`src/source/rv_backend_pkg.sv`:
```
// rv backend package: RV32 widths, load-size codes, CSR map and mstatus layout
`default_nettype none

package rv_backend_pkg;

  localparam int XLEN     = 32;
  localparam int GPR_AW   = 5;
  localparam int CSR_AW   = 12;
  localparam int MEM_OP_W = 3;

  // load-size codes, funct3 of the load opcode
  localparam logic [MEM_OP_W-1:0] MEM_LB  = 3'd0;
  localparam logic [MEM_OP_W-1:0] MEM_LH  = 3'd1;
  localparam logic [MEM_OP_W-1:0] MEM_LW  = 3'd2;
  localparam logic [MEM_OP_W-1:0] MEM_LBU = 3'd4;
  localparam logic [MEM_OP_W-1:0] MEM_LHU = 3'd5;

  // machine CSR addresses
  localparam logic [CSR_AW-1:0] CSR_MSTATUS = 12'h300;
  localparam logic [CSR_AW-1:0] CSR_MTVEC   = 12'h305;
  localparam logic [CSR_AW-1:0] CSR_MEPC    = 12'h341;
  localparam logic [CSR_AW-1:0] CSR_MCAUSE  = 12'h342;

  // MPP, MPIE and MIE are the only writable mstatus bits
  localparam logic [XLEN-1:0] MSTATUS_WMASK = 32'h0000_1888;

  typedef union packed {
    logic [XLEN-1:0] raw;
    struct packed {
      logic [18:0] rsvd_31_13;
      logic [1:0]  mpp;
      logic [2:0]  rsvd_10_8;
      logic        mpie;
      logic [2:0]  rsvd_6_4;
      logic        mie;
      logic [2:0]  rsvd_2_0;
    } f;
  } mstatus_u;

endpackage

`default_nettype wire

```
`src/source/csr_file.sv`:
```
// machine CSR file: mstatus, mtvec, mepc and mcause with masked mstatus writes
`default_nettype none

module csr_file (
  input  wire                                i_clk,
  input  wire                                i_rst_n,
  input  wire                                i_we,
  input  wire  [rv_backend_pkg::CSR_AW-1:0]  i_waddr,
  input  wire  [rv_backend_pkg::XLEN-1:0]    i_wdata,
  input  wire  [rv_backend_pkg::CSR_AW-1:0]  i_raddr,
  output logic [rv_backend_pkg::XLEN-1:0]    o_rdata
);

  rv_backend_pkg::mstatus_u        mstatus;
  logic [rv_backend_pkg::XLEN-1:0] mtvec;
  logic [rv_backend_pkg::XLEN-1:0] mepc;
  logic [rv_backend_pkg::XLEN-1:0] mcause;

  always_ff @(posedge i_clk) begin
    if (!i_rst_n) begin
      mstatus.raw <= '0;
      mtvec       <= '0;
      mepc        <= '0;
      mcause      <= '0;
    end else if (i_we) begin
      case (i_waddr)
        rv_backend_pkg::CSR_MSTATUS: mstatus.raw <= i_wdata & rv_backend_pkg::MSTATUS_WMASK;
        // direct mode only, base is word aligned
        rv_backend_pkg::CSR_MTVEC:   mtvec <= {i_wdata[rv_backend_pkg::XLEN-1:2], 2'b00};
        rv_backend_pkg::CSR_MEPC:    mepc <= {i_wdata[rv_backend_pkg::XLEN-1:1], 1'b0};
        rv_backend_pkg::CSR_MCAUSE:  mcause <= i_wdata;
        default: ;
      endcase
    end
  end

  always_comb begin
    case (i_raddr)
      rv_backend_pkg::CSR_MSTATUS: o_rdata = mstatus.raw;
      rv_backend_pkg::CSR_MTVEC:   o_rdata = mtvec;
      rv_backend_pkg::CSR_MEPC:    o_rdata = mepc;
      rv_backend_pkg::CSR_MCAUSE:  o_rdata = mcause;
      default:                     o_rdata = '0;
    endcase
  end

  // reserved mstatus fields never pick up a written one
  mstatus_rsvd_zero: assert property (@(posedge i_clk) disable iff (!i_rst_n)
    (mstatus.f.rsvd_31_13 == '0) && (mstatus.f.rsvd_10_8 == '0) &&
    (mstatus.f.rsvd_6_4 == '0) && (mstatus.f.rsvd_2_0 == '0));

endmodule

`default_nettype wire

```
`src/source/gpr_file.sv`:
```
// general-purpose register file: 32 x 32 bits, two read ports, x0 hard-wired to zero
`default_nettype none

module gpr_file (
  input  wire                                i_clk,
  input  wire                                i_rst_n,
  input  wire                                i_we,
  input  wire  [rv_backend_pkg::GPR_AW-1:0]  i_waddr,
  input  wire  [rv_backend_pkg::XLEN-1:0]    i_wdata,
  input  wire  [rv_backend_pkg::GPR_AW-1:0]  i_raddr1,
  input  wire  [rv_backend_pkg::GPR_AW-1:0]  i_raddr2,
  output logic [rv_backend_pkg::XLEN-1:0]    o_rdata1,
  output logic [rv_backend_pkg::XLEN-1:0]    o_rdata2
);

  // no storage behind x0
  logic [rv_backend_pkg::XLEN-1:0] regs [1:31];

  always_ff @(posedge i_clk) begin
    if (!i_rst_n) begin
      for (int i = 1; i < 32; i++) begin
        regs[i] <= '0;
      end
    end else if (i_we && (i_waddr != '0)) begin
      regs[i_waddr] <= i_wdata;
    end
  end

  always_comb begin
    if (i_raddr1 == '0) begin
      o_rdata1 = '0;
    end else begin
      o_rdata1 = regs[i_raddr1];
    end
  end

  always_comb begin
    if (i_raddr2 == '0) begin
      o_rdata2 = '0;
    end else begin
      o_rdata2 = regs[i_raddr2];
    end
  end

  // a write to x1..x31 is held in the array on the next cycle
  write_lands: assert property (@(posedge i_clk) disable iff (!i_rst_n)
    (i_we && (i_waddr != '0)) |=> (regs[$past(i_waddr)] == $past(i_wdata)));

endmodule

`default_nettype wire

```
`src/source/mem_stage.sv`:
```
// memory stage: takes execute results, issues data-memory reads and aligns load data
`default_nettype none

module mem_stage (
  input  wire                                  i_clk,
  input  wire                                  i_rst_n,
  // from execute
  input  wire                                  i_es_to_ms_valid,
  input  wire                                  i_es_gpr_wen,
  input  wire  [rv_backend_pkg::GPR_AW-1:0]    i_es_rd,
  input  wire  [rv_backend_pkg::XLEN-1:0]      i_es_alu_result,
  input  wire                                  i_es_is_load,
  input  wire  [rv_backend_pkg::MEM_OP_W-1:0]  i_es_mem_op,
  input  wire                                  i_es_csr_wen,
  input  wire  [rv_backend_pkg::CSR_AW-1:0]    i_es_csr_addr,
  input  wire  [rv_backend_pkg::XLEN-1:0]      i_es_csr_wdata,
  input  wire  [rv_backend_pkg::XLEN-1:0]      i_es_pc,
  input  wire  [rv_backend_pkg::XLEN-1:0]      i_es_inst,
  output logic                                 o_ms_allowin,
  // data memory
  output logic                                 o_dmem_ren,
  output logic [rv_backend_pkg::XLEN-3:0]      o_dmem_addr,
  input  wire  [rv_backend_pkg::XLEN-1:0]      i_dmem_rdata,
  // to write-back
  input  wire                                  i_ws_allowin,
  output logic                                 o_ms_to_ws_valid,
  output logic                                 o_ms_gpr_wen,
  output logic [rv_backend_pkg::GPR_AW-1:0]    o_ms_rd,
  output logic [rv_backend_pkg::XLEN-1:0]      o_ms_gpr_wdata,
  output logic                                 o_ms_csr_wen,
  output logic [rv_backend_pkg::CSR_AW-1:0]    o_ms_csr_addr,
  output logic [rv_backend_pkg::XLEN-1:0]      o_ms_csr_wdata,
  output logic [rv_backend_pkg::XLEN-1:0]      o_ms_pc,
  output logic [rv_backend_pkg::XLEN-1:0]      o_ms_inst,
  // pending destinations for decode interlock
  output logic [rv_backend_pkg::GPR_AW-1:0]    o_ms_gpr_rd,
  output logic [rv_backend_pkg::CSR_AW-1:0]    o_ms_csr_rd
);

  logic                                ms_valid;
  logic                                ms_ready_go;
  logic                                es_to_ms_fire;
  logic                                ms_gpr_wen;
  logic [rv_backend_pkg::GPR_AW-1:0]   ms_rd;
  logic [rv_backend_pkg::XLEN-1:0]     ms_alu_result;
  logic                                ms_is_load;
  logic [rv_backend_pkg::MEM_OP_W-1:0] ms_mem_op;
  logic [7:0]                          load_byte;
  logic [15:0]                         load_half;
  logic [rv_backend_pkg::XLEN-1:0]     load_data;

  assign ms_ready_go   = 1'b1;
  assign o_ms_allowin  = !ms_valid || (ms_ready_go && i_ws_allowin);
  assign es_to_ms_fire = i_es_to_ms_valid && o_ms_allowin;

  always_ff @(posedge i_clk) begin
    if (!i_rst_n) begin
      ms_valid <= 1'b0;
    end else if (o_ms_allowin) begin
      ms_valid <= i_es_to_ms_valid;
    end
  end

  always_ff @(posedge i_clk) begin
    if (es_to_ms_fire) begin
      ms_gpr_wen     <= i_es_gpr_wen;
      ms_rd          <= i_es_rd;
      ms_alu_result  <= i_es_alu_result;
      ms_is_load     <= i_es_is_load;
      ms_mem_op      <= i_es_mem_op;
      o_ms_csr_wen   <= i_es_csr_wen;
      o_ms_csr_addr  <= i_es_csr_addr;
      o_ms_csr_wdata <= i_es_csr_wdata;
      o_ms_pc        <= i_es_pc;
      o_ms_inst      <= i_es_inst;
    end
  end

  // read goes out in the accept cycle, data returns while the item sits here
  assign o_dmem_ren  = es_to_ms_fire && i_es_is_load;
  assign o_dmem_addr = i_es_alu_result[rv_backend_pkg::XLEN-1:2];

  // lane select from the registered address low bits
  assign load_byte = i_dmem_rdata[{ms_alu_result[1:0], 3'b000} +: 8];
  assign load_half = i_dmem_rdata[{ms_alu_result[1], 4'b0000} +: 16];

  always_comb begin
    case (ms_mem_op)
      rv_backend_pkg::MEM_LB:  load_data = {{(rv_backend_pkg::XLEN-8){load_byte[7]}}, load_byte};
      rv_backend_pkg::MEM_LBU: load_data = {{(rv_backend_pkg::XLEN-8){1'b0}}, load_byte};
      rv_backend_pkg::MEM_LH:  load_data = {{(rv_backend_pkg::XLEN-16){load_half[15]}}, load_half};
      rv_backend_pkg::MEM_LHU: load_data = {{(rv_backend_pkg::XLEN-16){1'b0}}, load_half};
      default:                 load_data = i_dmem_rdata;
    endcase
  end

  assign o_ms_to_ws_valid = ms_valid && ms_ready_go;
  assign o_ms_gpr_wen     = ms_gpr_wen;
  assign o_ms_rd          = ms_rd;
  assign o_ms_gpr_wdata   = ms_is_load ? load_data : ms_alu_result;

  assign o_ms_gpr_rd = {rv_backend_pkg::GPR_AW{ms_valid && ms_gpr_wen}} & ms_rd;
  assign o_ms_csr_rd = {rv_backend_pkg::CSR_AW{ms_valid && o_ms_csr_wen}} & o_ms_csr_addr;

  // returning read data always lands on a load held in this stage
  ren_data_has_load: assert property (@(posedge i_clk) disable iff (!i_rst_n)
    o_dmem_ren |=> (ms_valid && ms_is_load));

endmodule

`default_nettype wire

```
`src/source/rv_backend_top.sv`:
```
// rv backend top: memory and write-back stages with the GPR and CSR files
`default_nettype none

module rv_backend_top (
  input  wire                                  i_clk,
  input  wire                                  i_rst_n,
  // execute handoff
  input  wire                                  i_es_to_ms_valid,
  input  wire                                  i_es_gpr_wen,
  input  wire  [rv_backend_pkg::GPR_AW-1:0]    i_es_rd,
  input  wire  [rv_backend_pkg::XLEN-1:0]      i_es_alu_result,
  input  wire                                  i_es_is_load,
  input  wire  [rv_backend_pkg::MEM_OP_W-1:0]  i_es_mem_op,
  input  wire                                  i_es_csr_wen,
  input  wire  [rv_backend_pkg::CSR_AW-1:0]    i_es_csr_addr,
  input  wire  [rv_backend_pkg::XLEN-1:0]      i_es_csr_wdata,
  input  wire  [rv_backend_pkg::XLEN-1:0]      i_es_pc,
  input  wire  [rv_backend_pkg::XLEN-1:0]      i_es_inst,
  output wire                                  o_ms_allowin,
  // data memory
  output wire                                  o_dmem_ren,
  output wire  [rv_backend_pkg::XLEN-3:0]      o_dmem_addr,
  input  wire  [rv_backend_pkg::XLEN-1:0]      i_dmem_rdata,
  // register read ports
  input  wire  [rv_backend_pkg::GPR_AW-1:0]    i_gpr_raddr1,
  input  wire  [rv_backend_pkg::GPR_AW-1:0]    i_gpr_raddr2,
  output wire  [rv_backend_pkg::XLEN-1:0]      o_gpr_rdata1,
  output wire  [rv_backend_pkg::XLEN-1:0]      o_gpr_rdata2,
  input  wire  [rv_backend_pkg::CSR_AW-1:0]    i_csr_raddr,
  output wire  [rv_backend_pkg::XLEN-1:0]      o_csr_rdata,
  // hazard destinations
  output wire  [rv_backend_pkg::GPR_AW-1:0]    o_ms_gpr_rd,
  output wire  [rv_backend_pkg::CSR_AW-1:0]    o_ms_csr_rd,
  output wire  [rv_backend_pkg::GPR_AW-1:0]    o_ws_gpr_rd,
  output wire  [rv_backend_pkg::CSR_AW-1:0]    o_ws_csr_rd,
  // commit trace
  output wire                                  o_commit_valid,
  output wire  [rv_backend_pkg::XLEN-1:0]      o_commit_pc,
  output wire  [rv_backend_pkg::XLEN-1:0]      o_commit_inst
);

  wire                               ws_allowin;
  wire                               ms_to_ws_valid;
  wire                               ms_gpr_wen;
  wire [rv_backend_pkg::GPR_AW-1:0]  ms_rd;
  wire [rv_backend_pkg::XLEN-1:0]    ms_gpr_wdata;
  wire                               ms_csr_wen;
  wire [rv_backend_pkg::CSR_AW-1:0]  ms_csr_addr;
  wire [rv_backend_pkg::XLEN-1:0]    ms_csr_wdata;
  wire [rv_backend_pkg::XLEN-1:0]    ms_pc;
  wire [rv_backend_pkg::XLEN-1:0]    ms_inst;
  wire                               gpr_we;
  wire [rv_backend_pkg::GPR_AW-1:0]  gpr_waddr;
  wire [rv_backend_pkg::XLEN-1:0]    gpr_wdata;
  wire                               csr_we;
  wire [rv_backend_pkg::CSR_AW-1:0]  csr_waddr;
  wire [rv_backend_pkg::XLEN-1:0]    csr_wdata;

  mem_stage u_mem_stage (
    .i_clk            (i_clk),
    .i_rst_n          (i_rst_n),
    .i_es_to_ms_valid (i_es_to_ms_valid),
    .i_es_gpr_wen     (i_es_gpr_wen),
    .i_es_rd          (i_es_rd),
    .i_es_alu_result  (i_es_alu_result),
    .i_es_is_load     (i_es_is_load),
    .i_es_mem_op      (i_es_mem_op),
    .i_es_csr_wen     (i_es_csr_wen),
    .i_es_csr_addr    (i_es_csr_addr),
    .i_es_csr_wdata   (i_es_csr_wdata),
    .i_es_pc          (i_es_pc),
    .i_es_inst        (i_es_inst),
    .o_ms_allowin     (o_ms_allowin),
    .o_dmem_ren       (o_dmem_ren),
    .o_dmem_addr      (o_dmem_addr),
    .i_dmem_rdata     (i_dmem_rdata),
    .i_ws_allowin     (ws_allowin),
    .o_ms_to_ws_valid (ms_to_ws_valid),
    .o_ms_gpr_wen     (ms_gpr_wen),
    .o_ms_rd          (ms_rd),
    .o_ms_gpr_wdata   (ms_gpr_wdata),
    .o_ms_csr_wen     (ms_csr_wen),
    .o_ms_csr_addr    (ms_csr_addr),
    .o_ms_csr_wdata   (ms_csr_wdata),
    .o_ms_pc          (ms_pc),
    .o_ms_inst        (ms_inst),
    .o_ms_gpr_rd      (o_ms_gpr_rd),
    .o_ms_csr_rd      (o_ms_csr_rd)
  );

  wb_stage u_wb_stage (
    .i_clk            (i_clk),
    .i_rst_n          (i_rst_n),
    .o_ws_allowin     (ws_allowin),
    .i_ms_to_ws_valid (ms_to_ws_valid),
    .i_ms_gpr_wen     (ms_gpr_wen),
    .i_ms_rd          (ms_rd),
    .i_ms_gpr_wdata   (ms_gpr_wdata),
    .i_ms_csr_wen     (ms_csr_wen),
    .i_ms_csr_addr    (ms_csr_addr),
    .i_ms_csr_wdata   (ms_csr_wdata),
    .i_ms_pc          (ms_pc),
    .i_ms_inst        (ms_inst),
    .o_gpr_we         (gpr_we),
    .o_gpr_waddr      (gpr_waddr),
    .o_gpr_wdata      (gpr_wdata),
    .o_csr_we         (csr_we),
    .o_csr_waddr      (csr_waddr),
    .o_csr_wdata      (csr_wdata),
    .o_ws_gpr_rd      (o_ws_gpr_rd),
    .o_ws_csr_rd      (o_ws_csr_rd),
    .o_commit_valid   (o_commit_valid),
    .o_commit_pc      (o_commit_pc),
    .o_commit_inst    (o_commit_inst)
  );

  gpr_file u_gpr_file (
    .i_clk    (i_clk),
    .i_rst_n  (i_rst_n),
    .i_we     (gpr_we),
    .i_waddr  (gpr_waddr),
    .i_wdata  (gpr_wdata),
    .i_raddr1 (i_gpr_raddr1),
    .i_raddr2 (i_gpr_raddr2),
    .o_rdata1 (o_gpr_rdata1),
    .o_rdata2 (o_gpr_rdata2)
  );

  csr_file u_csr_file (
    .i_clk   (i_clk),
    .i_rst_n (i_rst_n),
    .i_we    (csr_we),
    .i_waddr (csr_waddr),
    .i_wdata (csr_wdata),
    .i_raddr (i_csr_raddr),
    .o_rdata (o_csr_rdata)
  );

endmodule

`default_nettype wire

```
`src/source/wb_stage.sv`:
```
// write-back stage: commits memory-stage results to the register files and traces them
`default_nettype none

module wb_stage (
  input  wire                                i_clk,
  input  wire                                i_rst_n,
  output logic                               o_ws_allowin,
  // from memory stage
  input  wire                                i_ms_to_ws_valid,
  input  wire                                i_ms_gpr_wen,
  input  wire  [rv_backend_pkg::GPR_AW-1:0]  i_ms_rd,
  input  wire  [rv_backend_pkg::XLEN-1:0]    i_ms_gpr_wdata,
  input  wire                                i_ms_csr_wen,
  input  wire  [rv_backend_pkg::CSR_AW-1:0]  i_ms_csr_addr,
  input  wire  [rv_backend_pkg::XLEN-1:0]    i_ms_csr_wdata,
  input  wire  [rv_backend_pkg::XLEN-1:0]    i_ms_pc,
  input  wire  [rv_backend_pkg::XLEN-1:0]    i_ms_inst,
  // register file writes
  output logic                               o_gpr_we,
  output logic [rv_backend_pkg::GPR_AW-1:0]  o_gpr_waddr,
  output logic [rv_backend_pkg::XLEN-1:0]    o_gpr_wdata,
  output logic                               o_csr_we,
  output logic [rv_backend_pkg::CSR_AW-1:0]  o_csr_waddr,
  output logic [rv_backend_pkg::XLEN-1:0]    o_csr_wdata,
  // pending destinations
  output logic [rv_backend_pkg::GPR_AW-1:0]  o_ws_gpr_rd,
  output logic [rv_backend_pkg::CSR_AW-1:0]  o_ws_csr_rd,
  // commit trace
  output logic                               o_commit_valid,
  output logic [rv_backend_pkg::XLEN-1:0]    o_commit_pc,
  output logic [rv_backend_pkg::XLEN-1:0]    o_commit_inst
);

  logic ws_valid;
  logic ws_ready_go;
  logic ws_gpr_wen;
  logic ws_csr_wen;

  // last stage, nothing downstream to wait for
  assign ws_ready_go  = 1'b1;
  assign o_ws_allowin = !ws_valid || ws_ready_go;

  always_ff @(posedge i_clk) begin
    if (!i_rst_n) begin
      ws_valid <= 1'b0;
    end else if (o_ws_allowin) begin
      ws_valid <= i_ms_to_ws_valid;
    end
  end

  always_ff @(posedge i_clk) begin
    if (i_ms_to_ws_valid && o_ws_allowin) begin
      ws_gpr_wen    <= i_ms_gpr_wen;
      o_gpr_waddr   <= i_ms_rd;
      o_gpr_wdata   <= i_ms_gpr_wdata;
      ws_csr_wen    <= i_ms_csr_wen;
      o_csr_waddr   <= i_ms_csr_addr;
      o_csr_wdata   <= i_ms_csr_wdata;
      o_commit_pc   <= i_ms_pc;
      o_commit_inst <= i_ms_inst;
    end
  end

  assign o_gpr_we       = ws_valid && ws_gpr_wen;
  assign o_csr_we       = ws_valid && ws_csr_wen;
  assign o_commit_valid = ws_valid;

  assign o_ws_gpr_rd = {rv_backend_pkg::GPR_AW{o_gpr_we}} & o_gpr_waddr;
  assign o_ws_csr_rd = {rv_backend_pkg::CSR_AW{o_csr_we}} & o_csr_waddr;

  // every accepted item shows up in the trace on the next cycle
  accept_is_committed: assert property (@(posedge i_clk) disable iff (!i_rst_n)
    (i_ms_to_ws_valid && o_ws_allowin) |=> o_commit_valid);

endmodule

`default_nettype wire

```
`config.mk`:
```
export PLATFORM = sky130hd
export DESIGN_NAME = rv_backend_top
export DESIGN_NICKNAME = d
export VERILOG_FILES = /design/src/source/rv_backend_pkg.sv /design/src/source/csr_file.sv /design/src/source/gpr_file.sv /design/src/source/mem_stage.sv /design/src/source/rv_backend_top.sv /design/src/source/wb_stage.sv
export SDC_FILE = /design/constraint.sdc
export NUM_CORES = 2
export LEC_CHECK = 0
export BUFFER_PORTS_ARGS = -buffer_cell sky130_fd_sc_hd__buf_4
export CORE_MARGIN = 2
export CORE_UTILIZATION = 37
export DETAILED_ROUTE_END_ITERATION = 6
export SYNTH_ARGS = -nofsm -noshare
export SYNTH_HDL_FRONTEND = slang
export SYNTH_SLANG_ARGS = --single-unit
```
`constraint.sdc`:
```
create_clock -name i_clk -period 5.1 [get_ports i_clk]
set_input_delay 0 -clock i_clk [delete_from_list [all_inputs] [get_ports i_clk]]
set_output_delay 0 -clock i_clk [all_outputs]
set_load 0.03 [all_outputs]
```
==> impl_metrics.tcl <==
set metrics [dict create \
    yosysUniqueCellTypes 57 \
    cts_setup_buffers 0 \
    pwr-share-seq 0.490 \
    p_per_area_nw_per_um2 329 \
    leakage_nw 30.8 \
    fmax_ghz 0.266 \
    crit_buf_inv 2 \
    drtIter0Drc 6016 \
    end_kind "flip-flop" \
    die_area_um2 191000 \
    drive_gt1_frac 0.261 \
    start_util 0.373 \
    period_needed_ns 3.76 \
    gr-total-overflow 0 \
    crit_cells 5 \
    routed_wirelength_mm 248 \
    fp.dieW_um 437 \
    grt_pass1_vias 45500 \
    crit_arrival_ns 4.25 \
    drc_errors 0 \
    path_cells "or4b_1 > nor3_4 > buf_4 > nand2b_2 > buf_4" \
    clk_latency_ns 0.82 \
    layout_commonest_cell "edfxtp_1" \
    ys_seq_elements 1421 \
    worstRegToRegCells 5 \
    critPathSlowestCell "or4b_1" \
    finalSetupViolCount 0 \
    cts_resized 0 \
    period_share 0.736 \
    dp_hpwl_mm 161 \
    crit_family "simple AND/OR/NAND/NOR gates" \
    hold_viol 0 \
    tightest_slew_ns 1.44 \
    synth_top_family_by_area "multiplexers" \
    hold_depth 2 \
    root_buffer "clkbuf_16" \
    core_area_um2 186000 \
    grtUsageTotal 0.255 \
    yosys.area_share.simple 0.124 \
    cts.sinks 1421 \
    synthXorXnorAreaFrac 0 \
    synth_edf_count 1322 \
    multi_input_area_um2 25700 \
    swShare 0.255 \
    p_int_mw 20.4 \
    num-fill-cells 16100 \
    num_vias 46000 \
    ant_nets 0 \
    die_height_um 437 \
    cts_buffers 153 \
    area_growth_syn_to_layout_pct 20.5 \
    critPathKind "reg -> reg" \
    setup_ws_ns 1.34 \
    cpPeakStageDelay_ns 0.89 \
    cap_violations 0 \
    ys_warn_count 0 \
    cts.clk_slew.worst_paths_ns 0.06 \
    power_switching_mw 7.00 \
    io_pins 435 \
    slew_headroom 0.0354 \
    p_clk_frac 0.402 \
    fin_skew_ns 0.0472 \
    synth_flop_cell "edfxtp_1" \
    dpl_worst_slack_ns 1.43 \
    via_per_inst 5.84 \
    io_buffers 433 \
    status "finished, final reports clean" \
    synth_compound_area_frac 0.0581 \
    netlist_area_um2 69300 \
    final_nets 5461 \
    grt_max_degree 94 \
    grt_setup_unrepaired "false" \
    gp_congestion 0.925 \
    worstPathRequired_ns 5.60 \
    tns_ns 0 \
    grt_first_pass_wirelength_mm 347 \
    cpMostUsedCell "buf_4" \
    clk_path_buf_depth 3 \
    combPwrFrac 0.108 \
    cts_tree "done" \
    async_reset_ff_frac 0 \
    critPathLaunchType "flip-flop" \
    yosysSeqAreaShare 0.602 \
    synthMuxAreaShare 0.183 \
    hold_buffers 334 \
    ir_drop_uv 284 \
    min_path_type "in -> reg" \
    drv_slew 0 \
    rows 158 \
    seqCellArea_um2 41700 \
    postSynthAreaPerCell_um2 14.9 \
    syn_inst 4657 \
    antenna_found_initial 22 \
    firstDrtPassIters 6 \
    post_drt_wl_per_cell_um 31.5 \
    layout_common_cells "edfxtp_1, and2_1, buf_4" \
    synth_adder_area_share 0 \
    htree_levels 4 \
    crit_fanout 33 \
]
==> metal layers <==
layer | global-route usage | vias to the layer above | wire (um)
met4 | 0.104 | 4 | 10900
met2 | 0.414 | 2652 | 118000
met3 | 0.0528 | 422 | 23200
li1 | - | 19100 | -
met1 | 0.334 | 23800 | 95700
met5 | 0 | - | 40
==> per-stage QoR <==
stage,hold slack (ns),util,area (um^2),total power [mW],instances
after floorplan,0.0989,-,69400,15.1,4688
after global placement,0.178,0.405,75100,16.4,7242
after detailed placement,0.179,0.405,75100,16.4,7242
after CTS,0.00558,0.449,83400,27.5,7852
after global routing,0.00622,0.449,83400,28.1,7863
final,0.0578,0.450,83500,27.4,7868
==> registers in the layout (all words and copies together) (netlist names), 4 cells and up <==
signal	count
u_mem_stage.o_ms_rd	5
u_wb_stage.o_csr_wdata	32
u_wb_stage.o_commit_inst	32
u_mem_stage.o_ms_inst	32
u_mem_stage.o_ms_pc	32
u_mem_stage.o_ms_csr_wdata	32
u_csr_file.mepc	31
u_csr_file.mtvec	30
u_wb_stage.o_csr_waddr	12
u_csr_file.mstatus	4
u_gpr_file.regs	1024
u_mem_stage.o_ms_csr_addr	12
u_wb_stage.o_commit_pc	32
u_wb_stage.o_gpr_waddr	5
u_mem_stage.ms_alu_result	32
u_wb_stage.o_gpr_wdata	32
u_csr_file.mcause	32
==> synthesized netlist by cell type (all sizes together), types with 51 or more instances <==
cell    instances  share of area
a211oi         67         0.0073
nor2b          76         0.0069
edfxtp       1322           0.57
buf           157          0.014
a21oi          81         0.0059
mux2i         175          0.025
and3          101         0.0091
nand2          80         0.0043
clkbuf        355          0.019
a22oi          66         0.0072
dfxtp          99          0.029
and2          961          0.087
a221oi         51         0.0065
mux4          449           0.15
o21ai         195          0.014
nor2           83         0.0049
mux2           69          0.011
a311oi         64         0.0081
==> final timing paths <==
check                                          startpoint                                      end  slack (ns)
setup / recovery      u_wb_stage.o_gpr_waddr[4]$_DFFE_PP_    u_gpr_file.regs[16][23]$_SDFFCE_PN0P_        1.34
hold / removal                        i_es_alu_result[25]  u_mem_stage.ms_alu_result[25]$_DFFE_PP_        0.06
setup reg to reg      u_wb_stage.o_gpr_waddr[4]$_DFFE_PP_    u_gpr_file.regs[16][23]$_SDFFCE_PN0P_        1.34
hold reg to reg   u_mem_stage.o_ms_csr_wdata[4]$_DFFE_PP_      u_wb_stage.o_csr_wdata[4]$_DFFE_PP_        0.41
==> logic make-up after synthesis <==
family | Yosys count
AND/OR/NAND/NOR | 1429
flip-flops | 1421
multiplexers | 693
AO/OA/AOI/OAI | 591
buffers and inverters | 521
other | 2
==> layout make-up <==
type                       count  area share
timing repair buffer         922      0.0951
tap                         2480      0.0372
sequential                  1421       0.500
clock inverter                83     0.00985
inverter                       9    0.000435
clock buffer                 193      0.0490
multi-input combinational   2746       0.309
antenna                       14    0.000420
==> power by group through the flow <==
stage / Combinational, mW / Clock (mW) / Sequential (mW)
final: 2.95 / 11.0 / 13.4
after global routing: 3.04 / 11.6 / 13.5
after CTS: 2.92 / 11.2 / 13.4
after detailed placement: 2.70 / 0 / 13.7
after global placement: 2.70 / 0 / 13.7
after floorplan: 1.45 / 0 / 13.6
Note: power is estimated with default switching activity, not from simulation.
